==> src/hdl/issue_pkg.sv <==
// Issue stage shared definitions.
// ALU opcode encoding and the default sizes used by the top level.

package issue_pkg;

   // ALU operations supported by the execute unit.
   typedef enum logic [1:0] {
      op_add = 2'd0,
      op_sub = 2'd1,
      op_and = 2'd2,
      op_xor = 2'd3
   } alu_op_t;

   // Log2 of the reservation station depth, 4 entries.
   localparam int DEF_RS_AW  = 2;

   // Physical register address width, 16 registers.
   localparam int DEF_PRF_AW = 4;

   // Datapath width.
   localparam int DEF_DW     = 16;

   // Instruction tag width.
   localparam int TAG_W      = 6;

endpackage

==> src/hdl/prio_enc.sv <==
// Priority encoder.
// Returns the index of the lowest set request bit and a group-select flag.

`timescale 1ns/100ps

module prio_enc
#(
   parameter int AW = 2
)
(
   input  logic [2**AW-1:0] req,
   output logic [AW-1:0]    idx,
   output logic             any
);

   // Scan from the top so the lowest set bit wins.
   always_comb
   begin
      idx = '0;
      for (int i = 2**AW-1; i >= 0; i--)
      begin
         if (req[i])
            idx = AW'(i);
      end
   end

   assign any = |req;                            // Group select.

endmodule

==> src/hdl/dispatch_busy.sv <==
// Dispatch with busy table.
// Accepts renamed instructions while the reservation station has room,
// forwards them as a push and tracks which physical registers are pending.

`timescale 1ns/100ps

module dispatch_busy
   import issue_pkg::*;
#(
   parameter int PRF_AW = 4,
   parameter int DW     = 16
)
(
   input  logic                 clk,
   input  logic                 rst_n,
   // Instruction intake.
   input  logic                 in_valid,
   output logic                 in_ready,
   input  alu_op_t              op,
   input  logic [PRF_AW-1:0]    prs1,
   input  logic                 prs1_re,
   input  logic [PRF_AW-1:0]    prs2,
   input  logic                 prs2_re,
   input  logic [PRF_AW-1:0]    prd,
   input  logic                 prd_we,
   input  logic [DW-1:0]        imm,
   input  logic [TAG_W-1:0]     tag,
   // Reservation station push.
   input  logic                 rs_full,
   output logic                 push,
   output alu_op_t              push_op,
   output logic [PRF_AW-1:0]    push_prs1,
   output logic                 push_prs1_re,
   output logic [PRF_AW-1:0]    push_prs2,
   output logic                 push_prs2_re,
   output logic [PRF_AW-1:0]    push_prd,
   output logic                 push_prd_we,
   output logic [DW-1:0]        push_imm,
   output logic [TAG_W-1:0]     push_tag,
   // Writeback clear and busy table.
   input  logic                 wb_clr_en,
   input  logic [PRF_AW-1:0]    wb_prd,
   output logic [2**PRF_AW-1:0] busy_vec
);

   logic [2**PRF_AW-1:0] busy_nxt;

   assign in_ready = ~rs_full;
   assign push     = in_valid & ~rs_full;        // Transfer into the station.

   assign push_op      = op;
   assign push_prs1    = prs1;
   assign push_prs1_re = prs1_re;
   assign push_prs2    = prs2;
   assign push_prs2_re = prs2_re;
   assign push_prd     = prd;
   assign push_prd_we  = prd_we;
   assign push_imm     = imm;
   assign push_tag     = tag;

   // A register is never set and cleared in the same cycle,
   // since a busy prd is not handed out again.
   always_comb
   begin
      busy_nxt = busy_vec;
      if (wb_clr_en)
         busy_nxt[wb_prd] = 1'b0;                // Result written back.
      if (push && prd_we)
         busy_nxt[prd] = 1'b1;                   // Result now pending.
   end

   always_ff @(posedge clk or negedge rst_n)
   begin
      if (!rst_n)
         busy_vec <= '0;
      else
         busy_vec <= busy_nxt;
   end

endmodule

==> src/hdl/issue_rs.sv <==
// Reservation station.
// Stores pushed instructions, wakes them up from the busy table, selects the
// lowest ready entry and holds it in the issue slot until the execute unit pops it.

`timescale 1ns/100ps

module issue_rs
   import issue_pkg::*;
#(
   parameter int RS_AW  = 2,
   parameter int PRF_AW = 4,
   parameter int DW     = 16
)
(
   input  logic                 clk,
   input  logic                 rst_n,
   // Push from dispatch.
   input  logic                 push,
   input  alu_op_t              push_op,
   input  logic [PRF_AW-1:0]    push_prs1,
   input  logic                 push_prs1_re,
   input  logic [PRF_AW-1:0]    push_prs2,
   input  logic                 push_prs2_re,
   input  logic [PRF_AW-1:0]    push_prd,
   input  logic                 push_prd_we,
   input  logic [DW-1:0]        push_imm,
   input  logic [TAG_W-1:0]     push_tag,
   output logic                 rs_full,
   input  logic [2**PRF_AW-1:0] busy_vec,
   // Issue slot toward execute.
   output logic                 ex_valid,
   input  logic                 ex_pop,
   output alu_op_t              ex_op,
   output logic [PRF_AW-1:0]    ex_prs1,
   output logic                 ex_prs1_re,
   output logic [PRF_AW-1:0]    ex_prs2,
   output logic                 ex_prs2_re,
   output logic [PRF_AW-1:0]    ex_prd,
   output logic                 ex_prd_we,
   output logic [DW-1:0]        ex_imm,
   output logic [TAG_W-1:0]     ex_tag
);

   localparam int DEPTH = 2**RS_AW;

   alu_op_t           op_q      [DEPTH];
   logic [PRF_AW-1:0] prs1_q    [DEPTH];
   logic              prs1_re_q [DEPTH];
   logic [PRF_AW-1:0] prs2_q    [DEPTH];
   logic              prs2_re_q [DEPTH];
   logic [PRF_AW-1:0] prd_q     [DEPTH];
   logic              prd_we_q  [DEPTH];
   logic [DW-1:0]     imm_q     [DEPTH];
   logic [TAG_W-1:0]  tag_q     [DEPTH];

   logic [DEPTH-1:0]  free_q;
   logic [DEPTH-1:0]  rdy_vec;
   logic [RS_AW-1:0]  free_idx;
   logic [RS_AW-1:0]  rdy_idx;
   logic [RS_AW-1:0]  slot_idx_q;                // Entry held in the issue slot.
   logic              has_free;
   logic              has_rdy;
   logic              sel_en;
   logic              pop_fire;

   prio_enc #(.AW(RS_AW)) u_penc_free (.req(free_q),  .idx(free_idx), .any(has_free));
   prio_enc #(.AW(RS_AW)) u_penc_rdy  (.req(rdy_vec), .idx(rdy_idx),  .any(has_rdy));

   assign rs_full  = ~has_free;
   assign pop_fire = ex_valid & ex_pop;
   assign sel_en   = ~ex_valid | ex_pop;         // Slot empty or leaving.

   // Entry payload.
   always_ff @(posedge clk)
   begin
      if (push)
      begin
         op_q[free_idx]      <= push_op;
         prs1_q[free_idx]    <= push_prs1;
         prs1_re_q[free_idx] <= push_prs1_re;
         prs2_q[free_idx]    <= push_prs2;
         prs2_re_q[free_idx] <= push_prs2_re;
         prd_q[free_idx]     <= push_prd;
         prd_we_q[free_idx]  <= push_prd_we;
         imm_q[free_idx]     <= push_imm;
         tag_q[free_idx]     <= push_tag;
      end
   end

   // Push and pop never touch the same entry.
   always_ff @(posedge clk or negedge rst_n)
   begin
      if (!rst_n)
         free_q <= '1;
      else
      begin
         if (push)
            free_q[free_idx] <= 1'b0;
         if (pop_fire)
            free_q[slot_idx_q] <= 1'b1;          // Freed when it leaves the slot.
      end
   end

   // Wakeup from the registered busy table.
   always_comb
   begin
      for (int i = 0; i < DEPTH; i++)
      begin
         rdy_vec[i] = ~free_q[i]
                    & ~(ex_valid && (slot_idx_q == RS_AW'(i)))
                    & (~prs1_re_q[i] | ~busy_vec[prs1_q[i]])
                    & (~prs2_re_q[i] | ~busy_vec[prs2_q[i]]);
      end
   end

   always_ff @(posedge clk or negedge rst_n)
   begin
      if (!rst_n)
         ex_valid <= 1'b0;
      else if (sel_en)
         ex_valid <= has_rdy;
   end

   // Issue slot payload.
   always_ff @(posedge clk)
   begin
      if (sel_en && has_rdy)
      begin
         slot_idx_q <= rdy_idx;
         ex_op      <= op_q[rdy_idx];
         ex_prs1    <= prs1_q[rdy_idx];
         ex_prs1_re <= prs1_re_q[rdy_idx];
         ex_prs2    <= prs2_q[rdy_idx];
         ex_prs2_re <= prs2_re_q[rdy_idx];
         ex_prd     <= prd_q[rdy_idx];
         ex_prd_we  <= prd_we_q[rdy_idx];
         ex_imm     <= imm_q[rdy_idx];
         ex_tag     <= tag_q[rdy_idx];
      end
   end

endmodule

==> src/hdl/phys_regfile.sv <==
// Physical register file.
// Two asynchronous read ports and one clocked write port.

`timescale 1ns/100ps

module phys_regfile
#(
   parameter int PRF_AW = 4,
   parameter int DW     = 16
)
(
   input  logic              clk,
   input  logic              rst_n,
   input  logic [PRF_AW-1:0] raddr1,
   output logic [DW-1:0]     rdata1,
   input  logic [PRF_AW-1:0] raddr2,
   output logic [DW-1:0]     rdata2,
   input  logic              we,
   input  logic [PRF_AW-1:0] waddr,
   input  logic [DW-1:0]     wdata
);

   logic [DW-1:0] mem [2**PRF_AW];

   always_ff @(posedge clk or negedge rst_n)
   begin
      if (!rst_n)
      begin
         for (int i = 0; i < 2**PRF_AW; i++)
            mem[i] <= '0;
      end
      else if (we)
         mem[waddr] <= wdata;
   end

   assign rdata1 = mem[raddr1];
   assign rdata2 = mem[raddr2];

endmodule

==> src/hdl/alu_exec.sv <==
// Integer execute unit.
// Pops the issue slot, reads operands and computes the ALU result, then holds
// it in an output register until the writeback port accepts it.

`timescale 1ns/100ps

module alu_exec
   import issue_pkg::*;
#(
   parameter int PRF_AW = 4,
   parameter int DW     = 16
)
(
   input  logic              clk,
   input  logic              rst_n,
   // Issue slot.
   input  logic              ex_valid,
   output logic              ex_pop,
   input  alu_op_t           ex_op,
   input  logic [PRF_AW-1:0] ex_prs1,
   input  logic              ex_prs1_re,
   input  logic [PRF_AW-1:0] ex_prs2,
   input  logic              ex_prs2_re,
   input  logic [PRF_AW-1:0] ex_prd,
   input  logic              ex_prd_we,
   input  logic [DW-1:0]     ex_imm,
   input  logic [TAG_W-1:0]  ex_tag,
   // Register file.
   output logic [PRF_AW-1:0] rf_raddr1,
   input  logic [DW-1:0]     rf_rdata1,
   output logic [PRF_AW-1:0] rf_raddr2,
   input  logic [DW-1:0]     rf_rdata2,
   output logic              rf_we,
   output logic              wb_clr_en,
   // Writeback.
   output logic              wb_valid,
   input  logic              wb_ready,
   output logic [TAG_W-1:0]  wb_tag,
   output logic [PRF_AW-1:0] wb_prd,
   output logic [DW-1:0]     wb_data
);

   logic [DW-1:0] opa;
   logic [DW-1:0] opb;
   logic [DW-1:0] result;
   logic          wb_prd_we;                     // Held result targets a register.
   logic          pop_fire;
   logic          wb_fire;

   assign rf_raddr1 = ex_prs1;
   assign rf_raddr2 = ex_prs2;

   assign opa = ex_prs1_re ? rf_rdata1 : '0;
   assign opb = ex_prs2_re ? rf_rdata2 : ex_imm; // Immediate form.

   always_comb
   begin
      case (ex_op)
         op_add:  result = opa + opb;
         op_sub:  result = opa - opb;
         op_and:  result = opa & opb;
         default: result = opa ^ opb;
      endcase
   end

   // Free to take a new entry when empty or draining this cycle.
   assign ex_pop   = ~wb_valid | wb_ready;
   assign pop_fire = ex_valid & ex_pop;
   assign wb_fire  = wb_valid & wb_ready;

   assign rf_we     = wb_fire & wb_prd_we;
   assign wb_clr_en = wb_fire & wb_prd_we;       // Releases the busy bit.

   always_ff @(posedge clk or negedge rst_n)
   begin
      if (!rst_n)
         wb_valid <= 1'b0;
      else if (pop_fire)
         wb_valid <= 1'b1;
      else if (wb_ready)
         wb_valid <= 1'b0;
   end

   always_ff @(posedge clk)
   begin
      if (pop_fire)
      begin
         wb_tag    <= ex_tag;
         wb_prd    <= ex_prd;
         wb_prd_we <= ex_prd_we;
         wb_data   <= result;
      end
   end

endmodule

==> src/hdl/issue_top.sv <==
// Issue stage top level.
// Dispatch and busy table, reservation station, execute unit and register file.

`timescale 1ns/100ps

module issue_top
   import issue_pkg::*;
#(
   parameter int RS_AW  = DEF_RS_AW,
   parameter int PRF_AW = DEF_PRF_AW,
   parameter int DW     = DEF_DW
)
(
   input  logic              clk,
   input  logic              rst_n,
   input  logic              in_valid,
   output logic              in_ready,
   input  alu_op_t           op,
   input  logic [PRF_AW-1:0] prs1,
   input  logic              prs1_re,
   input  logic [PRF_AW-1:0] prs2,
   input  logic              prs2_re,
   input  logic [PRF_AW-1:0] prd,
   input  logic              prd_we,
   input  logic [DW-1:0]     imm,
   input  logic [TAG_W-1:0]  tag,
   output logic              wb_valid,
   input  logic              wb_ready,
   output logic [TAG_W-1:0]  wb_tag,
   output logic [PRF_AW-1:0] wb_prd,
   output logic [DW-1:0]     wb_data
);

   logic                 rs_full;
   logic                 push;
   alu_op_t              push_op;
   logic [PRF_AW-1:0]    push_prs1;
   logic                 push_prs1_re;
   logic [PRF_AW-1:0]    push_prs2;
   logic                 push_prs2_re;
   logic [PRF_AW-1:0]    push_prd;
   logic                 push_prd_we;
   logic [DW-1:0]        push_imm;
   logic [TAG_W-1:0]     push_tag;
   logic [2**PRF_AW-1:0] busy_vec;
   logic                 ex_valid;
   logic                 ex_pop;
   alu_op_t              ex_op;
   logic [PRF_AW-1:0]    ex_prs1;
   logic                 ex_prs1_re;
   logic [PRF_AW-1:0]    ex_prs2;
   logic                 ex_prs2_re;
   logic [PRF_AW-1:0]    ex_prd;
   logic                 ex_prd_we;
   logic [DW-1:0]        ex_imm;
   logic [TAG_W-1:0]     ex_tag;
   logic [PRF_AW-1:0]    rf_raddr1;
   logic [DW-1:0]        rf_rdata1;
   logic [PRF_AW-1:0]    rf_raddr2;
   logic [DW-1:0]        rf_rdata2;
   logic                 rf_we;
   logic                 wb_clr_en;

   dispatch_busy #(.PRF_AW(PRF_AW), .DW(DW)) u_dispatch (
      .clk          (clk),
      .rst_n        (rst_n),
      .in_valid     (in_valid),
      .in_ready     (in_ready),
      .op           (op),
      .prs1         (prs1),
      .prs1_re      (prs1_re),
      .prs2         (prs2),
      .prs2_re      (prs2_re),
      .prd          (prd),
      .prd_we       (prd_we),
      .imm          (imm),
      .tag          (tag),
      .rs_full      (rs_full),
      .push         (push),
      .push_op      (push_op),
      .push_prs1    (push_prs1),
      .push_prs1_re (push_prs1_re),
      .push_prs2    (push_prs2),
      .push_prs2_re (push_prs2_re),
      .push_prd     (push_prd),
      .push_prd_we  (push_prd_we),
      .push_imm     (push_imm),
      .push_tag     (push_tag),
      .wb_clr_en    (wb_clr_en),
      .wb_prd       (wb_prd),
      .busy_vec     (busy_vec)
   );

   issue_rs #(.RS_AW(RS_AW), .PRF_AW(PRF_AW), .DW(DW)) u_rs (
      .clk          (clk),
      .rst_n        (rst_n),
      .push         (push),
      .push_op      (push_op),
      .push_prs1    (push_prs1),
      .push_prs1_re (push_prs1_re),
      .push_prs2    (push_prs2),
      .push_prs2_re (push_prs2_re),
      .push_prd     (push_prd),
      .push_prd_we  (push_prd_we),
      .push_imm     (push_imm),
      .push_tag     (push_tag),
      .rs_full      (rs_full),
      .busy_vec     (busy_vec),
      .ex_valid     (ex_valid),
      .ex_pop       (ex_pop),
      .ex_op        (ex_op),
      .ex_prs1      (ex_prs1),
      .ex_prs1_re   (ex_prs1_re),
      .ex_prs2      (ex_prs2),
      .ex_prs2_re   (ex_prs2_re),
      .ex_prd       (ex_prd),
      .ex_prd_we    (ex_prd_we),
      .ex_imm       (ex_imm),
      .ex_tag       (ex_tag)
   );

   alu_exec #(.PRF_AW(PRF_AW), .DW(DW)) u_exec (
      .clk          (clk),
      .rst_n        (rst_n),
      .ex_valid     (ex_valid),
      .ex_pop       (ex_pop),
      .ex_op        (ex_op),
      .ex_prs1      (ex_prs1),
      .ex_prs1_re   (ex_prs1_re),
      .ex_prs2      (ex_prs2),
      .ex_prs2_re   (ex_prs2_re),
      .ex_prd       (ex_prd),
      .ex_prd_we    (ex_prd_we),
      .ex_imm       (ex_imm),
      .ex_tag       (ex_tag),
      .rf_raddr1    (rf_raddr1),
      .rf_rdata1    (rf_rdata1),
      .rf_raddr2    (rf_raddr2),
      .rf_rdata2    (rf_rdata2),
      .rf_we        (rf_we),
      .wb_clr_en    (wb_clr_en),
      .wb_valid     (wb_valid),
      .wb_ready     (wb_ready),
      .wb_tag       (wb_tag),
      .wb_prd       (wb_prd),
      .wb_data      (wb_data)
   );

   // Written at the same edge the writeback port accepts the result.
   phys_regfile #(.PRF_AW(PRF_AW), .DW(DW)) u_prf (
      .clk          (clk),
      .rst_n        (rst_n),
      .raddr1       (rf_raddr1),
      .rdata1       (rf_rdata1),
      .raddr2       (rf_raddr2),
      .rdata2       (rf_rdata2),
      .we           (rf_we),
      .waddr        (wb_prd),
      .wdata        (wb_data)
   );

endmodule

==> config.mk <==
export PLATFORM = sky130hd
export DESIGN_NAME = issue_top
export DESIGN_NICKNAME = d
export VERILOG_FILES = /design/src/hdl/issue_pkg.sv /design/src/hdl/prio_enc.sv /design/src/hdl/dispatch_busy.sv /design/src/hdl/issue_rs.sv /design/src/hdl/phys_regfile.sv /design/src/hdl/alu_exec.sv /design/src/hdl/issue_top.sv
export SDC_FILE = /design/constraint.sdc
export NUM_CORES = 1
export LEC_CHECK = 0
export ABC_AREA = 1
export BUFFER_PORTS_ARGS = -buffer_cell sky130_fd_sc_hd__buf_2
export CAP_MARGIN = 20
export CORE_MARGIN = 2
export CORE_UTILIZATION = 40
export CTS_CLUSTER_DIAMETER = 50
export DETAILED_ROUTE_END_ITERATION = 10
export HOLD_SLACK_MARGIN = 0.08
export SYNTH_ARGS = -nofsm -noshare
export SYNTH_HDL_FRONTEND = slang
export SYNTH_SLANG_ARGS = --single-unit
==> constraint.sdc <==
create_clock -name clk -period 5.15 [get_ports clk]
set_input_delay 0.2575 -clock clk [delete_from_list [all_inputs] [get_ports clk]]
set_output_delay 0.2575 -clock clk [all_outputs]
set_load 0.005 [all_outputs]
==> Word level (Yosys, flattened, before mapping) <==
Memory sizes are Yosys's and may differ from the RTL's. A register that Yosys moved wholly into a read port is not among the register bits.
Cells that the tools add are included.
{ "word_totals": {"inputBits": 43, "regBits": 307, "ram_bits": 156, "output_inout_bits": 28, "n_memories": 9, "wordCells": 192} }
{ "mem_list": {"columns": ["memory", "words", "word_bits", "read_ports", "rd_clocked_by_memory_dff", "write_ports", "line", "text"], "rows": [
  ["u_rs.imm_q", 4, 16, 1, 1, 1, "issue_rs.sv:53", "logic [DW-1:0] imm_q [DEPTH];"],
  ["u_rs.tag_q", 4, 6, 1, 1, 1, "issue_rs.sv:54", "logic [TAG_W-1:0] tag_q [DEPTH];"],
  ["u_rs.prd_q", 4, 4, 1, 1, 1, "issue_rs.sv:51", "logic [PRF_AW-1:0] prd_q [DEPTH];"],
  ["u_rs.prs1_q", 4, 4, 5, 1, 1, "issue_rs.sv:47", "logic [PRF_AW-1:0] prs1_q [DEPTH];"],
  ["u_rs.prs2_q", 4, 4, 5, 1, 1, "issue_rs.sv:49", "logic [PRF_AW-1:0] prs2_q [DEPTH];"],
  ["u_rs.op_q", 4, 2, 1, 1, 1, "issue_rs.sv:46", "alu_op_t op_q [DEPTH];"],
  ["3 more memories", null, null, null, null, null, null, null]
]} }
{ "op_classes": {"add_sub_neg": 2, "n_mux": 52, "reduce_logical": 16, "n_lt_le_gt_ge": 20, "bitwise": 63, "n_eq_ne": 5} }
{ "ops": {"columns": ["cell", "n"], "rows": [
  ["bitwise mux 256 bit", 1],
  ["2-to-1 mux 16 bit", 9],
  ["binary-select mux 16 bit (select 4 bit)", 2],
  ["demux 16 bit (select 4 bit)", 1],
  ["< comparator 4 x 5 -> 1 bit (second input constant)", 10],
  ["case mux 16 bit (3 select lines)", 1],
  ["AND 16 bit", 2],
  ["binary-select mux 1 bit (select 4 bit)", 8],
  ["NOT 1 bit", 26],
  ["adder 16 bit", 1],
  ["AND 1 bit", 16],
  ["2-to-1 mux 1 bit", 16],
  ["2-to-1 mux 2 bit", 8],
  ["NOT 16 bit", 1],
  ["OR 16 bit", 1],
  ["subtractor 16 bit", 1],
  ["XOR 16 bit", 1],
  [">= comparator 5 bit (second input constant)", 3],
  ["NOT 4 -> 5 bit", 3],
  ["logical AND 1 bit", 11],
  ["OR 1 bit", 10],
  ["demux 1 bit (select 4 bit)", 2],
  [">= comparator 4 x 1 -> 1 bit (second input constant)", 2],
  ["2-to-1 mux 4 bit", 2],
  ["other kinds (12)", 20]
]} }

==> Logic depth before layout (Yosys ltp) <==
{ "depth": {"depth_word": 13, "depth_mapped": 30, "mapped_depth_nobuf": 29} }

==> By module <==
From an unflattened synthesis, not the netlist that was laid out.
{ "hier_totals": {"hier_cells": 3635, "hier_area_um2": 27827.9} }
{ "modules_own_cells": {"columns": ["module", "area_each_um2", "n_inst", "seq_area_each_um2", "cells_per_inst"], "rows": [
  ["phys_regfile", 14861.8, 1, 6406.1, 2236],
  ["issue_rs", 8629.5, 1, 6045.8, 774],
  ["alu_exec", 3130.5, 1, 835.8, 455],
  ["dispatch_busy", 1113.6, 1, 400.4, 152],
  ["prio_enc", 46.3, 2, 0.0, 9]
]} }

==> Worst setup path after synthesis <==
OpenSTA, ideal clock, no wires.
{ "synth_timing": {"path_kind": "reg-to-reg", "startpoint": "memory u_rs.prs2_q[0][0]", "endpoint": "register u_rs.ex_imm[0] (read register of u_rs.imm_q) (enable)", "slack_ns": 1.079, "t_arrival_ns": 3.607, "path_buffers": 2, "t_required_ns": 4.686, "stages_incl_launch_ff": 12, "setup_time_ns": 0.464, "synth_period_minus_slack_ns": 4.071, "path_cell_list": "edfxtp_1 -> buf_2 -> o21ai_0 -> nand2_1 -> nand2_1 -> nand2_1 -> o211ai_1 -> o211ai_2 -> buf_2 -> nand2_1 -> nor2_1 -> a31oi_1"} }
{ "synth_lines": {"columns": ["item", "line", "text"], "rows": [
  ["from (decl)", "issue_rs.sv:49", null],
  ["to (decl)", "issue_rs.sv:40", "output logic [DW-1:0] ex_imm,"]
]} }

==> Final worst setup path <==
{ "layout_timing": {"startpoint": "register u_rs.ex_prs2[1] (read register of u_rs.prs2_q)", "endpoint": "register u_exec.wb_data[12], data pin"} }
{ "layout_between": {"elab_chain_len": 7, "word_cells_on_any_way": 10, "classes_between": "2 x add/sub; 5 x mux; 3 x bitwise"} }
{ "layout_rtl": {"columns": ["item", "line", "text"], "rows": [
  ["from (decl)", "issue_rs.sv:36", "output logic [PRF_AW-1:0] ex_prs2,"],
  ["NOT 4 -> 5 bit (implied by the code) (*)", "phys_regfile.sv:37", "assign rdata2 = mem[raddr2];"],
  ["binary-select mux 16 bit (select 4 bit) (*)", "phys_regfile.sv:37", null],
  ["2-to-1 mux 16 bit (implied by the code) (*) (2 in a row)", "phys_regfile.sv:37", null],
  ["2-to-1 mux 16 bit (*)", "alu_exec.sv:54", "assign opb = ex_prs2_re ? rf_rdata2 : ex_imm;"],
  ["subtractor 16 bit (tied with other cells)", "alu_exec.sv:60", "op_sub: result = opa - opb;"],
  ["case mux 16 bit (3 select lines) (*)", "alu_exec.sv:58", "case (ex_op)"],
  ["via u_exec.result[12]", "alu_exec.sv:45", "logic [DW-1:0] result;"],
  ["to (signal assigned)", "alu_exec.sv:91", "wb_data <= result;"],
  ["to (decl)", "alu_exec.sv:40", "output logic [DW-1:0] wb_data"]
]} }
The timed path passes the listed nets; every way through them passes the cells marked *. The select of a mux whose other input is x is not followed.
A chain may end at the register's enable or synchronous reset.

==> results.py <==
metrics = {
    "status": {
        "status": "completed",
    },
    "route": {
        "wl_met1_um": 34600,
        "maxUsedRoutingLayer": "met4",
        "viasPerCell": 5.45,
        "wl_met2_um": 35400,
        "wl_per_cell_um": 19.1,
        "final_antenna_net_count": 0,
        "dr.pass1.iters": 6,
        "dr_wl_met3_um": 5920,
        "vias": 22500,
        "drtIter0Drc": 2397,
        "wl_um": 78800,
        "drc": 0,
    },
    "power": {
        "clkPwrFrac": 0.182,
        "power_switching_mw": 10.6,
        "pwr_density_cell_nw_per_um2": 762,
        "combPwrFrac": 0.490,
        "leakagePower_nw": 13.0,
        "intPower_mw": 12.1,
        "power.share.switching": 0.466,
        "peakVddDrop_v": 0.000458,
        "p_seq_frac": 0.328,
    },
    "clock_network": {
        "clock-sinks": 502,
        "clk_latency_ns": 0.64,
        "cts_tree": "built",
        "cts_root_buf": "clkbuf_16",
        "hold_buffers": 42,
        "cts_resized": 0,
        "htree_levels": 2,
        "cts_buffer_depth": 3,
        "clkTransAtPathRegs_ns": 0.07,
        "post-cts-setup-buffer-count": 0,
        "cts-buffers-inserted": 56,
    },
    "worst_setup_path": {
        "critPathMaxStageDelay_ns": 0.44,
        "crit_top_cell": "nand2_1",
        "cp_slowest_cell": "edfxtp_1",
        "crit_path_end_kind": "register",
        "required_ns": 5.51,
        "critPathLaunchType": "register",
        "worstPathMaxFanout": 20,
        "crit_arrival_ns": 4.74,
        "critPathKind": "register to register",
    },
    "synthesis": {
        "synth-main-ff-cell": "dfrtp_1",
        "synthDistinctLibCells": 41,
        "synth_top_area_share": 0.261,
        "synthArstFlopShare": 0.554,
        "synth_seq_area_share": 0.521,
        "syn-num-nets": 3275,
        "ys_ff_latch": 502,
        "synth_area_um2": 26300,
        "syn_inst": 3199,
        "synthTopCellsByArea": "dfrtp_1 26%, edfxtp_1 26%, nand2_1 12%",
        "synth_edf_count": 224,
        "synth_warnings": 0,
        "synth_top_area_cell": "dfrtp_1",
        "synth_area_per_cell_um2": 8.21,
    },
    "floorplan": {
        "io_pins": 71,
        "fp.dieH_um": 260,
        "die_area_um2": 67700,
        "start_util": 0.406,
        "die_w_um": 260,
        "coreArea_um2": 64700,
        "rows": 93,
    },
    "timing": {
        "period_share": 0.849,
        "whs_ns": 0.267,
        "tightest_slew_ns": 0.960,
        "maxSlewViolCount": 0,
        "fin_tns_setup_ns": 0,
        "finalSetupViolations": 0,
        "fmax_ghz": 0.229,
        "slew_headroom": 0.360,
        "hold_viol": 0,
        "period_needed_ns": 4.37,
        "finalClockSkew_ns": 0.0288,
        "rsz0062_at_grt": "no",
    },
    "global_routing": {
        "grt_max_degree": 117,
        "grt_pass1_vias": 21200,
        "grt_pass1_wl_um": 124000,
        "grt_util_all_layers": 0.233,
        "antenna_found_initial": 0,
        "gr-total-overflow": 0,
    },
    "layout": {
        "final_nets": 3293,
        "diodes": 0,
        "drive_gt1_frac": 0.0845,
        "synthToLayoutAreaGrowth_pct": 13.4,
    },
    "place": {
        "dp_hpwl_um": 49200,
        "gp_congestion": 0.907,
        "portBuffers": 70,
    },
    "run": {
        "drv_cap": 0,
    },
    "hold_path": {
        "hold_class": "input pin to async pin",
    },
}
worst paths after layout:
kind / from / to / slack (ns) / depth (start not counted)
setup / recovery: u_rs.ex_prs2[1] / u_exec.wb_data[12] / 0.78 / 26
hold / removal: rst_n / u_prf.mem[54] / 0.27 / 2
setup reg to reg: u_rs.ex_prs2[1] / u_exec.wb_data[12] / 0.78 / 26
hold reg to reg: u_rs.ex_prd[0] / u_exec.wb_prd[0] / 0.41 / 0
max in group asynchronous: rst_n / u_prf.mem[9] / 3.62 / 3
min in group clk: op[0] / u_rs.op_q[0][0] / 0.37 / 2
cells in the final DEF, fill, tap and decap left out, types with 4 or more instances in the layout:
cell type / count
a21oi_1: 127
buf_12: 7
buf_16: 4
buf_2: 69
buf_4: 49
clkbuf_1: 12
clkbuf_16: 57
clkbuf_8: 10
clkinv_2: 9
dfrtp_1: 274
dfstp_2: 4
dlygate4sd3_1: 42
edfxtp_1: 224
ha_1: 32
inv_1: 240
inv_2: 8
inv_6: 4
nand2_1: 839
nand2_2: 5
nand3_1: 399
nand3b_1: 32
nand4_1: 5
nor2_1: 147
nor2_2: 4
nor2_4: 4
nor3_1: 4
o211ai_1: 31
o21ai_0: 480
o21ai_1: 10
o221ai_1: 41
o22ai_1: 17
or2_2: 20
xor2_1: 15
worst max-delay path: cells and delay by family, from the launching register on:
family                   cells  cell delay (ns)
buffers and inverters        2             0.65
adder cells (fa/ha/maj)      2             0.52
flip-flops                   1             0.44
AND/OR/NAND/NOR             18             1.60
AO/OA/AOI/OAI                4             0.88
cell type report:
type	count	area, µm²
repair buffers	172	1400
clock buffers	79	1610
well taps	855	1070
multi-input cells	2234	10800
flip-flops and latches	502	13700
fillers	6384	34900
inverters	251	947
clock inverters	27	307
cells in the mapped netlist, types with 2 or more instances:
master	n
nand2_1	839
o21ai_0	480
nand3_1	399
dfrtp_1	274
inv_1	240
edfxtp_1	224
nor2_1	152
a21oi_1	127
clkbuf_1	127
buf_2	62
o221ai_1	41
ha_1	32
nand3b_1	32
o211ai_1	31
or2_2	20
o22ai_1	17
xor2_1	15
buf_1	11
o21ai_1	10
buf_4	9
inv_2	9
nand2_2	5
nand4_1	5
dfstp_2	4
nor3_1	4
buf_6	3
nor2_2	3
o21a_1	3
o31ai_1	3
a221o_1	2
a22o_1	2
a31oi_1	2
clkinv_1	2
nor3b_1	2
o21ai_2	2
power groups by stage:
stage                     Sequential, mW  Clock, mW  Combinational, mW
after floorplan                     6.99          0               7.98
final                               7.44       4.12               11.1
after detailed placement            7.46          0               11.0
after CTS                           7.41       4.19               11.1
after global placement              7.47          0               10.9
after global routing                7.63       4.37               12.6
state kept, by name (all words and copies together), names as in the netlist, 6 cells and up:
signal,flops
u_rs.tag_q,24
u_rs.ex_tag,6
u_exec.wb_tag,6
u_rs.prd_q,16
u_prf.mem,256
u_rs.ex_imm,16
u_exec.wb_data,16
u_dispatch.busy_vec,16
u_rs.op_q,8
u_rs.prs1_q,16
u_rs.imm_q,64
u_rs.prs2_q,16
metal layers:
| metal | track usage | vias to the layer above |
|---|---|---|
| met1 | 0.325 | 10600 |
| li1 | - | 10900 |
| met5 | 0 | - |
| met3 | 0.0408 | 161 |
| met4 | 0.0863 | 0 |
| met2 | 0.364 | 859 |
cells by family (layout without fill, tap and decap cells):
| logic type | count (synthesis) | count (layout) | share of synthesized area |
|---|---|---|---|
| flip-flops | 502 | 502 | 0.521 |
| AO/OA/AOI/OAI | 722 | 722 | 0.149 |
| buffers and inverters | 463 | 529 | 0.0713 |
| adder cells (fa/ha/maj) | 33 | 33 | 0.0160 |
| XOR/XNOR | 16 | 16 | 0.00534 |
| AND/OR/NAND/NOR | 1463 | 1463 | 0.237 |
through the flow:
step	setup WS, ns	utilization	power [mW]	area [µm²]	cells
6_report	0.778	0.460	22.7	29800	4120
5_1_grt	0.174	0.460	24.6	29800	4120
4_1_cts	0.807	0.458	22.7	29700	4116
3_5_place_dp	0.859	0.422	18.5	27300	3968
3_3_place_gp	0.943	0.422	18.4	27300	3967
2_1_floorplan	1.08	-	15.0	26300	3199
Power figures use the tool's default switching activity.
